===== src/hw/cpu_params.svh =====
// ##############################
// CPU parameters
// Word, memory and register sizes of the core, and the
// APB register map of the debug port.
// ##############################
`ifndef CPU_PARAMS_SVH
`define CPU_PARAMS_SVH

`define WORD_W    16    // Width of a data word and of an instruction.
`define MEM_AW    8     // Memory address width, which is also the PC width.
`define REG_N     8     // Number of general registers.

// Debug port word offsets.
`define DBG_CTRL  4'd0  // Run and step on write, stopped flag on read.
`define DBG_MADDR 4'd1  // Debug memory address.
`define DBG_MDATA 4'd2  // Memory data at DBG_MADDR.
`define DBG_REG0  4'd4  // First of eight register windows.
`define DBG_PC    4'd12 // Program counter window.

`endif


===== src/hw/cpuPkg.sv =====
// ##############################
// CPU package
// Shared types of the core: data words, addresses, opcodes,
// phases, decoded control and memory requests.
// ##############################
`default_nettype none
`include "cpu_params.svh"

package cpuPkg;

	typedef logic [`WORD_W-1:0] word_t;
	typedef logic [`MEM_AW-1:0] memAddr_t;       // Also the width of the PC.
	typedef logic [$clog2(`REG_N)-1:0] regIdx_t;

	// Zero decodes as NOP, so cleared memory runs harmlessly.
	typedef enum logic [3:0] {
		NOP  = 4'h0,
		ADD  = 4'h1,
		SUB  = 4'h2,
		AND  = 4'h3,
		OR   = 4'h4,
		XOR  = 4'h5,
		LDI  = 4'h6,
		LD   = 4'h7,
		ST   = 4'h8,
		JZ   = 4'h9,
		JMP  = 4'hA,
		HALT = 4'hF
	} opcode_t;

	typedef enum logic [2:0] {STOPPED, FETCH, DECODE, EXECUTE, COMMIT} phase_t;

	typedef struct packed {
		opcode_t opcode;
		regIdx_t rd;
		regIdx_t ra;
		regIdx_t rb;
		logic [7:0] imm8;
		logic regWrite;
		logic memRead;
		logic memWrite;
		logic flagWrite;
		logic jump;     // Set for both JMP and JZ.
		logic halt;
	} ctrl_t;

	typedef struct packed {
		logic en;
		logic we;
		memAddr_t addr;
		word_t wdata;
	} memReq_t;

endpackage

`default_nettype wire


===== src/hw/busArbiter.sv =====
// ##############################
// Bus arbiter
// Shares the memory between core and debug port, with the
// core always first.
// ##############################
`default_nettype none

module busArbiter (
	input  logic CLK,
	input  logic rstN,
	input  cpuPkg::memReq_t coreReq,
	input  cpuPkg::memReq_t dbgReq,
	input  cpuPkg::word_t memRdata,
	output cpuPkg::memReq_t memReq,
	output logic dbgGrant,
	output logic dbgRvalid,
	output cpuPkg::word_t rdata
);

	logic dbgReadGranted;   // Debug read went to memory in the last cycle.

	// The core never waits, so its request always passes.
	assign dbgGrant = dbgReq.en && !coreReq.en;
	assign memReq = coreReq.en ? coreReq : dbgReq;

	always_ff @(posedge CLK) begin
		if (!rstN) begin
			dbgReadGranted <= 1'b0;
		end else begin
			dbgReadGranted <= dbgGrant && !dbgReq.we;
		end
	end

	assign dbgRvalid = dbgReadGranted;
	assign rdata = memRdata;   // Read data returns to both sides. The owner knows its cycle.

endmodule

`default_nettype wire


===== src/hw/debugPort.sv =====
// ##############################
// Debug port
// APB slave giving run and step control, register and PC
// readback, and memory access with auto-increment.
// ##############################
`default_nettype none
`include "cpu_params.svh"

module debugPort (
	input  logic CLK,
	input  logic rstN,
	input  logic psel,
	input  logic penable,
	input  logic pwrite,
	input  logic [3:0] paddr,
	input  cpuPkg::word_t pwdata,
	output cpuPkg::word_t prdata,
	output logic pready,
	input  logic stopped,
	input  cpuPkg::memAddr_t pc,
	input  cpuPkg::word_t regData,
	input  logic memGrant,
	input  logic memRvalid,
	input  cpuPkg::word_t memRdata,
	output cpuPkg::memReq_t memReq,
	output cpuPkg::regIdx_t regSel,
	output logic run,
	output logic step
);

	logic access;              // APB access phase.
	logic mdataSel;
	logic ctrlWrite;
	logic readWait;            // A granted read waits for its data.
	logic [3:0] regOffset;
	cpuPkg::memAddr_t maddr;

	assign access = psel && penable;
	assign mdataSel = (paddr == `DBG_MDATA);
	assign ctrlWrite = access && pwrite && (paddr == `DBG_CTRL);
	assign regOffset = paddr - `DBG_REG0;
	assign regSel = regOffset[2:0];

	// The request stays up until the arbiter grants it.
	always_comb begin
		memReq.en = access && mdataSel && !readWait;
		memReq.we = pwrite;
		memReq.addr = maddr;
		memReq.wdata = pwdata;
	end

	always_comb begin
		if (!mdataSel) begin
			pready = access;   // Registers answer in the first access cycle.
		end else if (pwrite) begin
			pready = access && memGrant;
		end else begin
			pready = access && readWait && memRvalid;
		end
	end

	always_comb begin
		prdata = '0;
		if (paddr == `DBG_CTRL) begin
			prdata[0] = stopped;
		end else if (paddr == `DBG_MADDR) begin
			prdata[`MEM_AW-1:0] = maddr;
		end else if (mdataSel) begin
			prdata = memRdata;
		end else if (paddr >= `DBG_REG0 && paddr < `DBG_PC) begin
			prdata = regData;
		end else if (paddr == `DBG_PC) begin
			prdata[`MEM_AW-1:0] = pc;
		end
	end

	always_ff @(posedge CLK) begin
		if (!rstN) begin
			run <= 1'b0;
			step <= 1'b0;
			readWait <= 1'b0;
			maddr <= '0;
		end else begin
			run <= ctrlWrite && pwdata[0];
			step <= ctrlWrite && pwdata[1];
			if (memReq.en && !pwrite && memGrant) begin
				readWait <= 1'b1;
			end else if (memRvalid) begin
				readWait <= 1'b0;
			end
			if (access && pwrite && paddr == `DBG_MADDR) begin
				maddr <= pwdata[`MEM_AW-1:0];
			end else if (pready && mdataSel) begin
				maddr <= maddr + 1'b1;   // Auto-increment after each data access.
			end
		end
	end

endmodule

`default_nettype wire


===== src/hw/executeUnit.sv =====
// ##############################
// Execute unit
// ALU, zero flag, write-back selection and the core's
// memory requests for fetch, load and store.
// ##############################
`default_nettype none
`include "cpu_params.svh"

module executeUnit (
	input  logic CLK,
	input  logic rstN,
	input  cpuPkg::phase_t phase,
	input  cpuPkg::memAddr_t pc,
	input  cpuPkg::ctrl_t ctrl,
	input  cpuPkg::word_t opA,
	input  cpuPkg::word_t opB,
	input  cpuPkg::word_t memRdata,
	output cpuPkg::memReq_t memReq,
	output logic regWe,
	output cpuPkg::word_t regWdata,
	output logic zero
);

	cpuPkg::word_t aluResult;
	logic commit;

	assign commit = (phase == cpuPkg::COMMIT);

	always_comb begin
		case (ctrl.opcode)
			cpuPkg::ADD: aluResult = opA + opB;
			cpuPkg::SUB: aluResult = opA - opB;
			cpuPkg::AND: aluResult = opA & opB;
			cpuPkg::OR:  aluResult = opA | opB;
			cpuPkg::XOR: aluResult = opA ^ opB;
			default:     aluResult = '0;
		endcase
	end

	// Load data is on memRdata during COMMIT.
	always_comb begin
		case (ctrl.opcode)
			cpuPkg::LDI: regWdata = {{(`WORD_W-8){1'b0}}, ctrl.imm8};
			cpuPkg::LD:  regWdata = memRdata;
			default:     regWdata = aluResult;
		endcase
	end

	assign regWe = commit && ctrl.regWrite;

	always_ff @(posedge CLK) begin
		if (!rstN) begin
			zero <= 1'b0;
		end else if (commit && ctrl.flagWrite) begin
			zero <= (aluResult == '0);
		end
	end

	always_comb begin
		memReq.en = (phase == cpuPkg::FETCH);   // Instruction fetch at the PC.
		memReq.we = 1'b0;
		memReq.addr = pc;
		memReq.wdata = opB;
		if (phase == cpuPkg::EXECUTE) begin
			memReq.en = ctrl.memRead || ctrl.memWrite;
			memReq.we = ctrl.memWrite;
			memReq.addr = opA[`MEM_AW-1:0];
		end
	end

endmodule

`default_nettype wire


===== src/hw/forthCore.sv =====
// ##############################
// Forth CPU core
// Sequencer, decoder, registers, execute unit, debug port,
// arbiter and memory joined together.
// ##############################
`default_nettype none

module forthCore (
	input  logic CLK,
	input  logic rstN,
	input  logic psel,
	input  logic penable,
	input  logic pwrite,
	input  logic [3:0] paddr,
	input  cpuPkg::word_t pwdata,
	output cpuPkg::word_t prdata,
	output logic pready,
	output logic stopped
);

	cpuPkg::phase_t phase;
	cpuPkg::memAddr_t pc;
	cpuPkg::ctrl_t ctrl;
	logic zero;
	logic run;
	logic step;
	logic regWe;
	cpuPkg::word_t regWdata;
	cpuPkg::word_t opA;
	cpuPkg::word_t opB;
	cpuPkg::word_t regData;
	cpuPkg::regIdx_t regSel;
	cpuPkg::memReq_t coreReq;
	cpuPkg::memReq_t dbgReq;
	cpuPkg::memReq_t memReq;
	cpuPkg::word_t memRdata;
	cpuPkg::word_t rdata;      // Memory read data as returned by the arbiter.
	logic dbgGrant;
	logic dbgRvalid;

	instructionSequencer seq0 (
		.CLK(CLK), .rstN(rstN), .run(run), .step(step), .zero(zero),
		.instr(ctrl), .phase(phase), .pc(pc), .stopped(stopped)
	);

	instructionDecoder dec0 (
		.CLK(CLK), .rstN(rstN), .phase(phase), .rdata(rdata), .ctrl(ctrl)
	);

	registerFile regs0 (
		.CLK(CLK), .rstN(rstN), .we(regWe), .waddr(ctrl.rd), .wdata(regWdata),
		.raddrA(ctrl.ra), .raddrB(ctrl.rb), .raddrDbg(regSel),
		.rdataA(opA), .rdataB(opB), .rdataDbg(regData)
	);

	executeUnit exe0 (
		.CLK(CLK), .rstN(rstN), .phase(phase), .pc(pc), .ctrl(ctrl),
		.opA(opA), .opB(opB), .memRdata(rdata), .memReq(coreReq),
		.regWe(regWe), .regWdata(regWdata), .zero(zero)
	);

	busArbiter arb0 (
		.CLK(CLK), .rstN(rstN), .coreReq(coreReq), .dbgReq(dbgReq),
		.memRdata(memRdata), .memReq(memReq), .dbgGrant(dbgGrant),
		.dbgRvalid(dbgRvalid), .rdata(rdata)
	);

	debugPort dbg0 (
		.CLK(CLK), .rstN(rstN), .psel(psel), .penable(penable), .pwrite(pwrite),
		.paddr(paddr), .pwdata(pwdata), .prdata(prdata), .pready(pready),
		.stopped(stopped), .pc(pc), .regData(regData), .memGrant(dbgGrant),
		.memRvalid(dbgRvalid), .memRdata(rdata), .memReq(dbgReq),
		.regSel(regSel), .run(run), .step(step)
	);

	wordMemory mem0 (
		.CLK(CLK), .req(memReq), .rdata(memRdata)
	);

endmodule

`default_nettype wire


===== src/hw/instructionDecoder.sv =====
// ##############################
// Instruction decoder
// Holds the fetched word and turns it into the control
// struct used in EXECUTE and COMMIT.
// ##############################
`default_nettype none

module instructionDecoder (
	input  logic CLK,
	input  logic rstN,
	input  cpuPkg::phase_t phase,
	input  cpuPkg::word_t rdata,
	output cpuPkg::ctrl_t ctrl
);

	cpuPkg::word_t ir;     // Instruction register.
	cpuPkg::opcode_t op;

	// Fetch data arrives one cycle after the request, in DECODE.
	always_ff @(posedge CLK) begin
		if (!rstN) begin
			ir <= '0;
		end else if (phase == cpuPkg::DECODE) begin
			ir <= rdata;
		end
	end

	assign op = cpuPkg::opcode_t'(ir[15:12]);

	always_comb begin
		ctrl = '0;
		ctrl.opcode = cpuPkg::NOP;   // Unknown opcodes stay NOP.
		ctrl.rd = ir[11:9];
		ctrl.ra = ir[8:6];
		ctrl.rb = ir[5:3];
		ctrl.imm8 = ir[7:0];
		case (op)
			cpuPkg::ADD, cpuPkg::SUB, cpuPkg::AND, cpuPkg::OR, cpuPkg::XOR: begin
				ctrl.opcode = op;
				ctrl.regWrite = 1'b1;
				ctrl.flagWrite = 1'b1;
			end
			cpuPkg::LDI: begin
				ctrl.opcode = op;
				ctrl.regWrite = 1'b1;
			end
			cpuPkg::LD: begin
				ctrl.opcode = op;
				ctrl.regWrite = 1'b1;
				ctrl.memRead = 1'b1;
			end
			cpuPkg::ST: begin
				ctrl.opcode = op;
				ctrl.memWrite = 1'b1;
				ctrl.rb = ir[11:9];   // Store data is read through the B port.
			end
			cpuPkg::JZ, cpuPkg::JMP: begin
				ctrl.opcode = op;
				ctrl.jump = 1'b1;
			end
			cpuPkg::HALT: begin
				ctrl.opcode = op;
				ctrl.halt = 1'b1;
			end
			default: ;
		endcase
	end

endmodule

`default_nettype wire


===== src/hw/instructionSequencer.sv =====
// ##############################
// Instruction sequencer
// Steps the four instruction phases, handles run and
// single-step, and keeps the program counter.
// ##############################
`default_nettype none

module instructionSequencer (
	input  logic CLK,
	input  logic rstN,
	input  logic run,
	input  logic step,
	input  logic zero,
	input  cpuPkg::ctrl_t instr,
	output cpuPkg::phase_t phase,
	output cpuPkg::memAddr_t pc,
	output logic stopped
);

	logic stepping;   // One instruction is running under a step request.
	logic jumpTaken;

	assign stopped = (phase == cpuPkg::STOPPED);
	assign jumpTaken = instr.jump && ((instr.opcode == cpuPkg::JMP) || zero);

	always_ff @(posedge CLK) begin
		if (!rstN) begin
			phase <= cpuPkg::STOPPED;
			pc <= '0;
			stepping <= 1'b0;
		end else begin
			case (phase)
				cpuPkg::STOPPED: begin
					if (run || step) begin
						phase <= cpuPkg::FETCH;
						stepping <= step && !run;   // A run request wins over a step.
					end
				end
				cpuPkg::FETCH:   phase <= cpuPkg::DECODE;
				cpuPkg::DECODE:  phase <= cpuPkg::EXECUTE;
				cpuPkg::EXECUTE: phase <= cpuPkg::COMMIT;
				cpuPkg::COMMIT: begin
					pc <= jumpTaken ? instr.imm8 : pc + 1'b1;   // Wraps at the top of memory.
					if (instr.halt || stepping) begin
						phase <= cpuPkg::STOPPED;
						stepping <= 1'b0;
					end else begin
						phase <= cpuPkg::FETCH;
					end
				end
				default: phase <= cpuPkg::STOPPED;
			endcase
		end
	end

endmodule

`default_nettype wire


===== src/hw/registerFile.sv =====
// ##############################
// Register file
// Eight general registers, two operand read ports, one
// debug read port and one write port.
// ##############################
`default_nettype none
`include "cpu_params.svh"

module registerFile (
	input  logic CLK,
	input  logic rstN,
	input  logic we,
	input  cpuPkg::regIdx_t waddr,
	input  cpuPkg::word_t wdata,
	input  cpuPkg::regIdx_t raddrA,
	input  cpuPkg::regIdx_t raddrB,
	input  cpuPkg::regIdx_t raddrDbg,
	output cpuPkg::word_t rdataA,
	output cpuPkg::word_t rdataB,
	output cpuPkg::word_t rdataDbg
);

	cpuPkg::word_t regs [`REG_N];

	always_ff @(posedge CLK) begin
		if (!rstN) begin
			for (int i = 0; i < `REG_N; i++) begin
				regs[i] <= '0;
			end
		end else if (we) begin
			regs[waddr] <= wdata;
		end
	end

	assign rdataA = regs[raddrA];
	assign rdataB = regs[raddrB];
	assign rdataDbg = regs[raddrDbg];   // Feeds the debug register windows.

endmodule

`default_nettype wire


===== src/hw/wordMemory.sv =====
// ##############################
// Word memory
// Single-port 256 by 16 memory with synchronous write and
// a registered one-cycle read.
// ##############################
`default_nettype none
`include "cpu_params.svh"

module wordMemory (
	input  logic CLK,
	input  cpuPkg::memReq_t req,
	output cpuPkg::word_t rdata
);

	cpuPkg::word_t mem [2**`MEM_AW];   // Program and data share this array.

	// Read data only changes on an enabled read, so it holds between requests.
	always_ff @(posedge CLK) begin
		if (req.en) begin
			if (req.we) begin
				mem[req.addr] <= req.wdata;
			end else begin
				rdata <= mem[req.addr];
			end
		end
	end

endmodule

`default_nettype wire

===== config.mk =====
export PLATFORM = sky130hd
export DESIGN_NAME = forthCore
export DESIGN_NICKNAME = d
export VERILOG_FILES = /design/src/hw/cpuPkg.sv /design/src/hw/busArbiter.sv /design/src/hw/debugPort.sv /design/src/hw/executeUnit.sv /design/src/hw/forthCore.sv /design/src/hw/instructionDecoder.sv /design/src/hw/instructionSequencer.sv /design/src/hw/registerFile.sv /design/src/hw/wordMemory.sv
export VERILOG_INCLUDE_DIRS = /design/src /design/src/hw
export SDC_FILE = /design/constraint.sdc
export NUM_CORES = 2
export LEC_CHECK = 0
export ABC_CLOCK_PERIOD_IN_PS = 5840
export BUFFER_PORTS_ARGS = -buffer_cell sky130_fd_sc_hd__buf_2
export CAP_MARGIN = 30
export CORE_MARGIN = 5
export CORE_UTILIZATION = 50
export DETAILED_ROUTE_END_ITERATION = 8
export HOLD_SLACK_MARGIN = 0.08
export PLACE_DENSITY = 0.69
export SYNTH_ARGS = -nofsm -noshare
export SYNTH_HDL_FRONTEND = slang
export SYNTH_HIERARCHICAL = 1
export SYNTH_MEMORY_MAX_BITS = 65536
export SYNTH_SLANG_ARGS = --single-unit

===== constraint.sdc =====
create_clock -name CLK -period 5.84 [get_ports CLK]
set_input_delay 0 -clock CLK [delete_from_list [all_inputs] [get_ports CLK]]
set_output_delay 0 -clock CLK [all_outputs]
set_load 0.02 [all_outputs]

# Yosys cells after proc, flatten, opt, wreduce, memory -nomap -nowiden
# Memories as Yosys holds them, arrays and structs flattened. A register that Yosys moved wholly into a read port is not among the register bits.
# Index checks and enable logic that the tools add are counted.
# totals
register_bits	41
mem_bits_rw	4224
inputBits	25
out_inout_bits	18
n_memories	2
# op_classes
add_sub_neg	5
n_lt_le_gt_ge	2
n_eq_ne	28
n_mux	45
bitwise_logic	4
n_reduce_logical	42
# mem_list
name	words	width	read_ports	rd_clocked_by_memory_dff	write_ports	line	rtl
mem0.mem	256	16	1	1	1	wordMemory.sv:15	cpuPkg::word_t mem [2**`MEM_AW];
regs0.regs	8	16	3	1	8	registerFile.sv:23	cpuPkg::word_t regs [`REG_N];
# ops
operator	count
one-hot mux 16 bit (5 select lines)	1
2-to-1 mux 8 bit	8
== test 4 x 3 -> 1 bit, second input constant	8
2-to-1 mux 16 bit	2
one-hot mux 16 bit (2 select lines)	1
2-to-1 mux 26 bit	1
== test 4 bit, second input constant	6
2-to-1 mux 1 bit	22
logical AND 1 bit	21
== test 4 x 2 -> 1 bit, second input constant	5
adder 16 bit	1
adder 8 x 1 -> 8 bit, second input constant	2
AND 16 bit	1
zero test 16 bit	1
bitwise OR 16 bit	1
OR reduction 16 bit	1
subtractor 16 bit	1
XOR 16 bit	1
2-to-1 mux 15 bit	1
2-to-1 mux 3 bit	5
one-hot mux 3 bit (5 select lines)	1
== test 4 x 1 -> 1 bit, second input constant	3
OR reduction 11 bit	1
2-to-1 mux 10 bit	1
other kinds (20)	30

# Depth between registers and ports, before layout
# depth
word_depth	12
depth_mapped	24
ltp_nobuf	21

# Modules after synthesis
# The synthesis kept the hierarchy.
# by_module_without_submodules
mod	n_inst	cells_each	area_each_um2
wordMemory	1	6705	155236.4
registerFile	1	487	7947.6
executeUnit	1	368	2577.5
debugPort	1	172	1348.8
instructionDecoder	1	109	929.6
instructionSequencer	1	79	689.4
busArbiter	1	48	556.8

# Worst setup path after synthesis
# No wires, ideal clock.
# synth_timing
path_type	register to register
from	register dec0.ir[12]
to	register exe0.zero
setup_ps	88
arrival_time_ps	5173
slack_ps	579
stages_incl_launch_ff	20
period_less_slack_ps	5261
cell_sequence	dfxtp_1 -> buf_6 -> nor4b_4 -> mux2_2 -> buf_6 -> buf_6 -> mux4_1 -> mux2_2 -> inv_1 -> ha_1 -> mux2_2 -> fa_1 -> xor2_1 -> o221ai_2 -> or4_1 -> or3_1 -> nor4_2 -> nand4b_1 -> or4_1 -> o32ai_2
# synth_rtl
item	line	rtl
start, declared	instructionDecoder.sv:16	cpuPkg::word_t ir;
start signal, assigned	instructionDecoder.sv:24	ir <= rdata;
end signal, assigned	executeUnit.sv:55	zero <= (aluResult == '0);
end, declared	executeUnit.sv:21	output logic zero

==> summary.txt <==
CTS
  • # clock sinks: 4281
  • Setup bufs post-CTS: 0
  • Reg clk slew, reported paths: 0.06 ns
  • Root Driver: clkbuf_16
  • Clock Latency Late Sink: 0.97 ns
  • Deepest clock path buffer count: 4
  • CTS Buf Count: 419
  • CTS tree: done
  • CTS H-tree depth: 5

Final layout
  • Final Net Count: ~8600
  • Layout cell share with drive strength beyond 1: 27.8%
  • Layout area overhead: 13.9%
  • Fillers: approximately 24000

Timing
  • Worst slew pin tran: between 1.5 and 2 ns
  • Worst clock skew: 0.0632 ns
  • Tmin final: 5.64 ns
  • Fmax: 0.177 GHz
  • Final setup viols: 0
  • Final hold violation count: 0
  • Hold slack: 0.175 ns
  • Fin crit share: 96.6%
  • RSZ-0062 raised after global routing: no
  • Final Slew Violations: 87
  • Max transition margin: -5.34%
  • Setup TNS: 0 ns

Die
  • Row count: roughly 210
  • Core Box Area: 337000 um^2
  • Die Wd: 592 um
  • Initial core utilization: 50.3%
  • I/O pins: 43
  • DIE AREA: between 300000 and 400000 um^2
  • Die Y: 592 um

Hold path
  • WHS Path Cells: 3
  • Hold Path End: mem0/mem[188][2]
  • Hold_sp: pwdata[2]
  • Class of the worst hold path: primary input to flip-flop

GRT
  • GRT Util Overall: 24.6%
  • First-pass GRT wire length: around 630000 um
  • Largest net degree at the start of global routing: between 150 and 200
  • Vias in the first global route: 86700
  • Remaining Overflow, GRT: 0
  • Initial antenna violation count: 14

Pwr
  • Sequential cell fraction of total power: 54.7%
  • PwrDens: 321 nW/um^2
  • Combinational power share: 2.2%
  • Psw: 12.4 mW
  • Peak supply drop: 0.000254 V
  • Clock power share: 43.1%
  • Internal power: 49.5 mW
  • Switching Fraction: 20.0%
  • Leak: 59.4 nW

Worst setup path
  • Worst Path Buf+Inv: 3
  • CP endpoint kind: flip-flop
  • Critical Path Source Type: flip-flop
  • Reg2reg start: dec0/ir[6]
  • R2r setup slk: 0.20 ns
  • CP max-delay cell: dfxtp_2
  • Reg-to-Reg End: mem0/rdata[2]
  • CP Cell Sequence: mux4_1 -> mux2_2 -> inv_1 -> o21ai_0 -> mux2_8 -> buf_12 -> buf_4 -> mux4_2 -> a22oi_1 -> a21oi_1 -> o41ai_1 -> nand4_1
  • Delay-heaviest family, CP: multiplexers
  • Crit Path Class: flip-flop to flip-flop
  • CP required: about 6.5 ns
  • Slowest stage delay, CP: 0.79 ns
  • WP data arrival: 6.25 ns
  • Reg2Reg Depth: 12
  • CP max FO: 28

Route
  • Via count: 86600
  • Drc violations: 0
  • Wirelength, routed: 434000 um
  • Drt wl/cell: roughly 32 um
  • Drt initial violations: 11700
  • Vias per cell: 6.46
  • Pre-Repair DR Iteration Count: 5
  • Remaining antenna violation count: 0

Place
  • Gpl congestion: 0.893
  • HPWL after detailed placement: 256000 um
  • I/O Buffers: between 40 and 50

Flow run
  • Number of max-cap violations: 0

Logic synthesis
  • Main area contributors after synthesis: edfxtp_1 75%, mux4_2 14%, a22oi_1 2.4%, mux4_1 1.3%, a21oi_1 0.87%
  • Post-Syn Area: 169000 um^2
  • Synth area leader: edfxtp_1
  • Unique masters post-synth: 86
  • Yosys top cell area share: roughly three quarters
  • Post-synth EDFFs: 4240
  • Synth Register Bits: between 4000 and 5000
  • Syn avg cell area: 21.2 um^2
  • Post-synth top flop: edfxtp_1
  • Syn_nets: 8046
  • Asr flop ratio synth: 0%
  • Yosys warnings: 6
  • Syn Inst Count: 7968
  • Post-synthesis sequential area ratio: 75.7%

Outcome
  • Status: finished, violations left
  • Failing checks: slew limit
[per-stage QoR]
stage / total power [mW] / worst slack [ns] / cell area, um^2 / utilization, % / instances
after floorplan: 35.2 / 0.579 / 169000 / - / 7968
after global placement: 35.8 / 0.104 / 178000 / 53.0 / 12600
after detailed placement: 35.9 / 0.163 / 179000 / 53.0 / 12600
after CTS: 62.2 / 0.109 / 193000 / 57.2 / 13400
after global routing: 63.7 / 0.0161 / 193000 / 57.2 / 13400
final: 61.9 / 0.197 / 193000 / 57.2 / 13400
[worst register-to-register path: cells and delay by family, from the launching register on]
family / cells / cell delay (ns)
mux: 4 / 1.89
compound gates: 4 / 1.43
flops: 1 / 0.79
buf+inv: 3 / 0.78
simple gates: 1 / 0.40
[state kept, by name, summed over array words and instances, names as in the netlist]
register	count
arb0/dbgRvalid	1
dbg0/maddr	8
dbg0/readWait	1
dbg0/run	1
dbg0/step	1
dec0/ir	16
exe0/zero	1
mem0/mem	4096
mem0/rdata	16
regs0/regs	128
seq0/pc	8
seq0/phase	3
seq0/stepping	1
[repair_timing]
item / CTS / global route
hold buffers: 53 / 1
endpoints found under the hold margin: 678 / 48
endpoints found under the setup margin: 0 / 41
resized for setup: 0 / 9
[logic make-up (layout without fill, tap and decap cells)]
group | Yosys count | in the layout | share of synthesized area (%)
flip-flops | 4281 | 4281 | 75.7
multiplexers | 1224 | 1224 | 15.8
AO/OA/AOI/OAI | 1048 | 1048 | 4.25
AND/OR/NAND/NOR | 683 | 683 | 1.89
buffers and inverters | 643 | 1558 | 1.78
adder cells (fa/ha/maj) | 53 | 53 | 0.396
XOR/XNOR | 36 | 36 | 0.191
other | 0 | 5 | 0
[area by class of cell]
class / instances / area, um^2 / area share [%]
Timing Repair Buffer: 727 / 6510 / 3.38
Inverter: 62 / 233 / 0.121
Clock inverter: 260 / 2550 / 1.32
Tap cell: 4515 / 5650 / 2.93
Clock buffer: 509 / 11000 / 5.72
Sequential cell: 4281 / 128000 / 66.5
Antenna cell: 5 / 12.5 / 0.00649
Multi-Input combinational cell: 3044 / 38700 / 20.1
[metal layers]
metal	part of all wire (%)	global-route usage, %
met5	0.010	0
met4	4.3	9.33
met3	10	4.79
met1	38	34.9
met2	48	38.5
[cell usage after synthesis, types with 9 or more instances]
cell      instances
ha_1             52
nor2b_1          11
dfxtp_1          41
a32o_1            9
mux4_2         1036
mux2_2           60
nor2_1          291
nor3_1          141
clkinv_1         17
a22oi_1         536
buf_2           102
clkbuf_1        318
mux2_4           19
inv_1            44
buf_4            79
nand4_1          22
o21ai_0          56
mux2i_1          25
nand3_1          21
mux4_1           84
a21oi_1         293
nand2_1         125
buf_6            19
o41ai_1          64
xnor2_1          27
buf_1            58
edfxtp_1       4240
[cell usage in the layout, fill, tap and decap left out, drive strengths merged, types with 9 or more instances in the layout]
cell            n
edfxtp       4240
mux4         1120
buf           673
a22oi         536
clkbuf        509
a21oi         293
nor2          291
clkinv        213
nor3          141
nand2         126
mux2           79
o41ai          64
inv            60
o21ai          57
dlygate4sd3    54
ha             52
bufinv         42
dfxtp          41
xnor2          27
mux2i          25
nand4          22
nand3          21
nor2b          11
a32o            9
xor2            9
[power groups by stage]
stage               clock (mW)  sequential (mW)  combinational (mW)
finish                    26.7             33.9                1.39
global route              28.4             33.9                1.46
CTS                       27.0             33.9                1.37
detailed placement           0             34.5                1.35
global placement             0             34.5                1.29
floorplan                    0             34.5               0.711
[worst max path at each step]
stage	start	endpoint	depth (start not counted)
2_1_floorplan	dec0/ir[12]	exe0/zero	19
3_3_place_gp	dec0/ir[12]	regs0/regs[0][12]	22
3_5_place_dp	dec0/ir[12]	regs0/regs[5][15]	19
4_1_cts	dec0/ir[12]	regs0/regs[5][15]	19
5_1_grt	dec0/ir[12]	exe0/zero	21
6_report	dec0/ir[6]	mem0/rdata[2]	12
(Power assumes the default switching activity.)
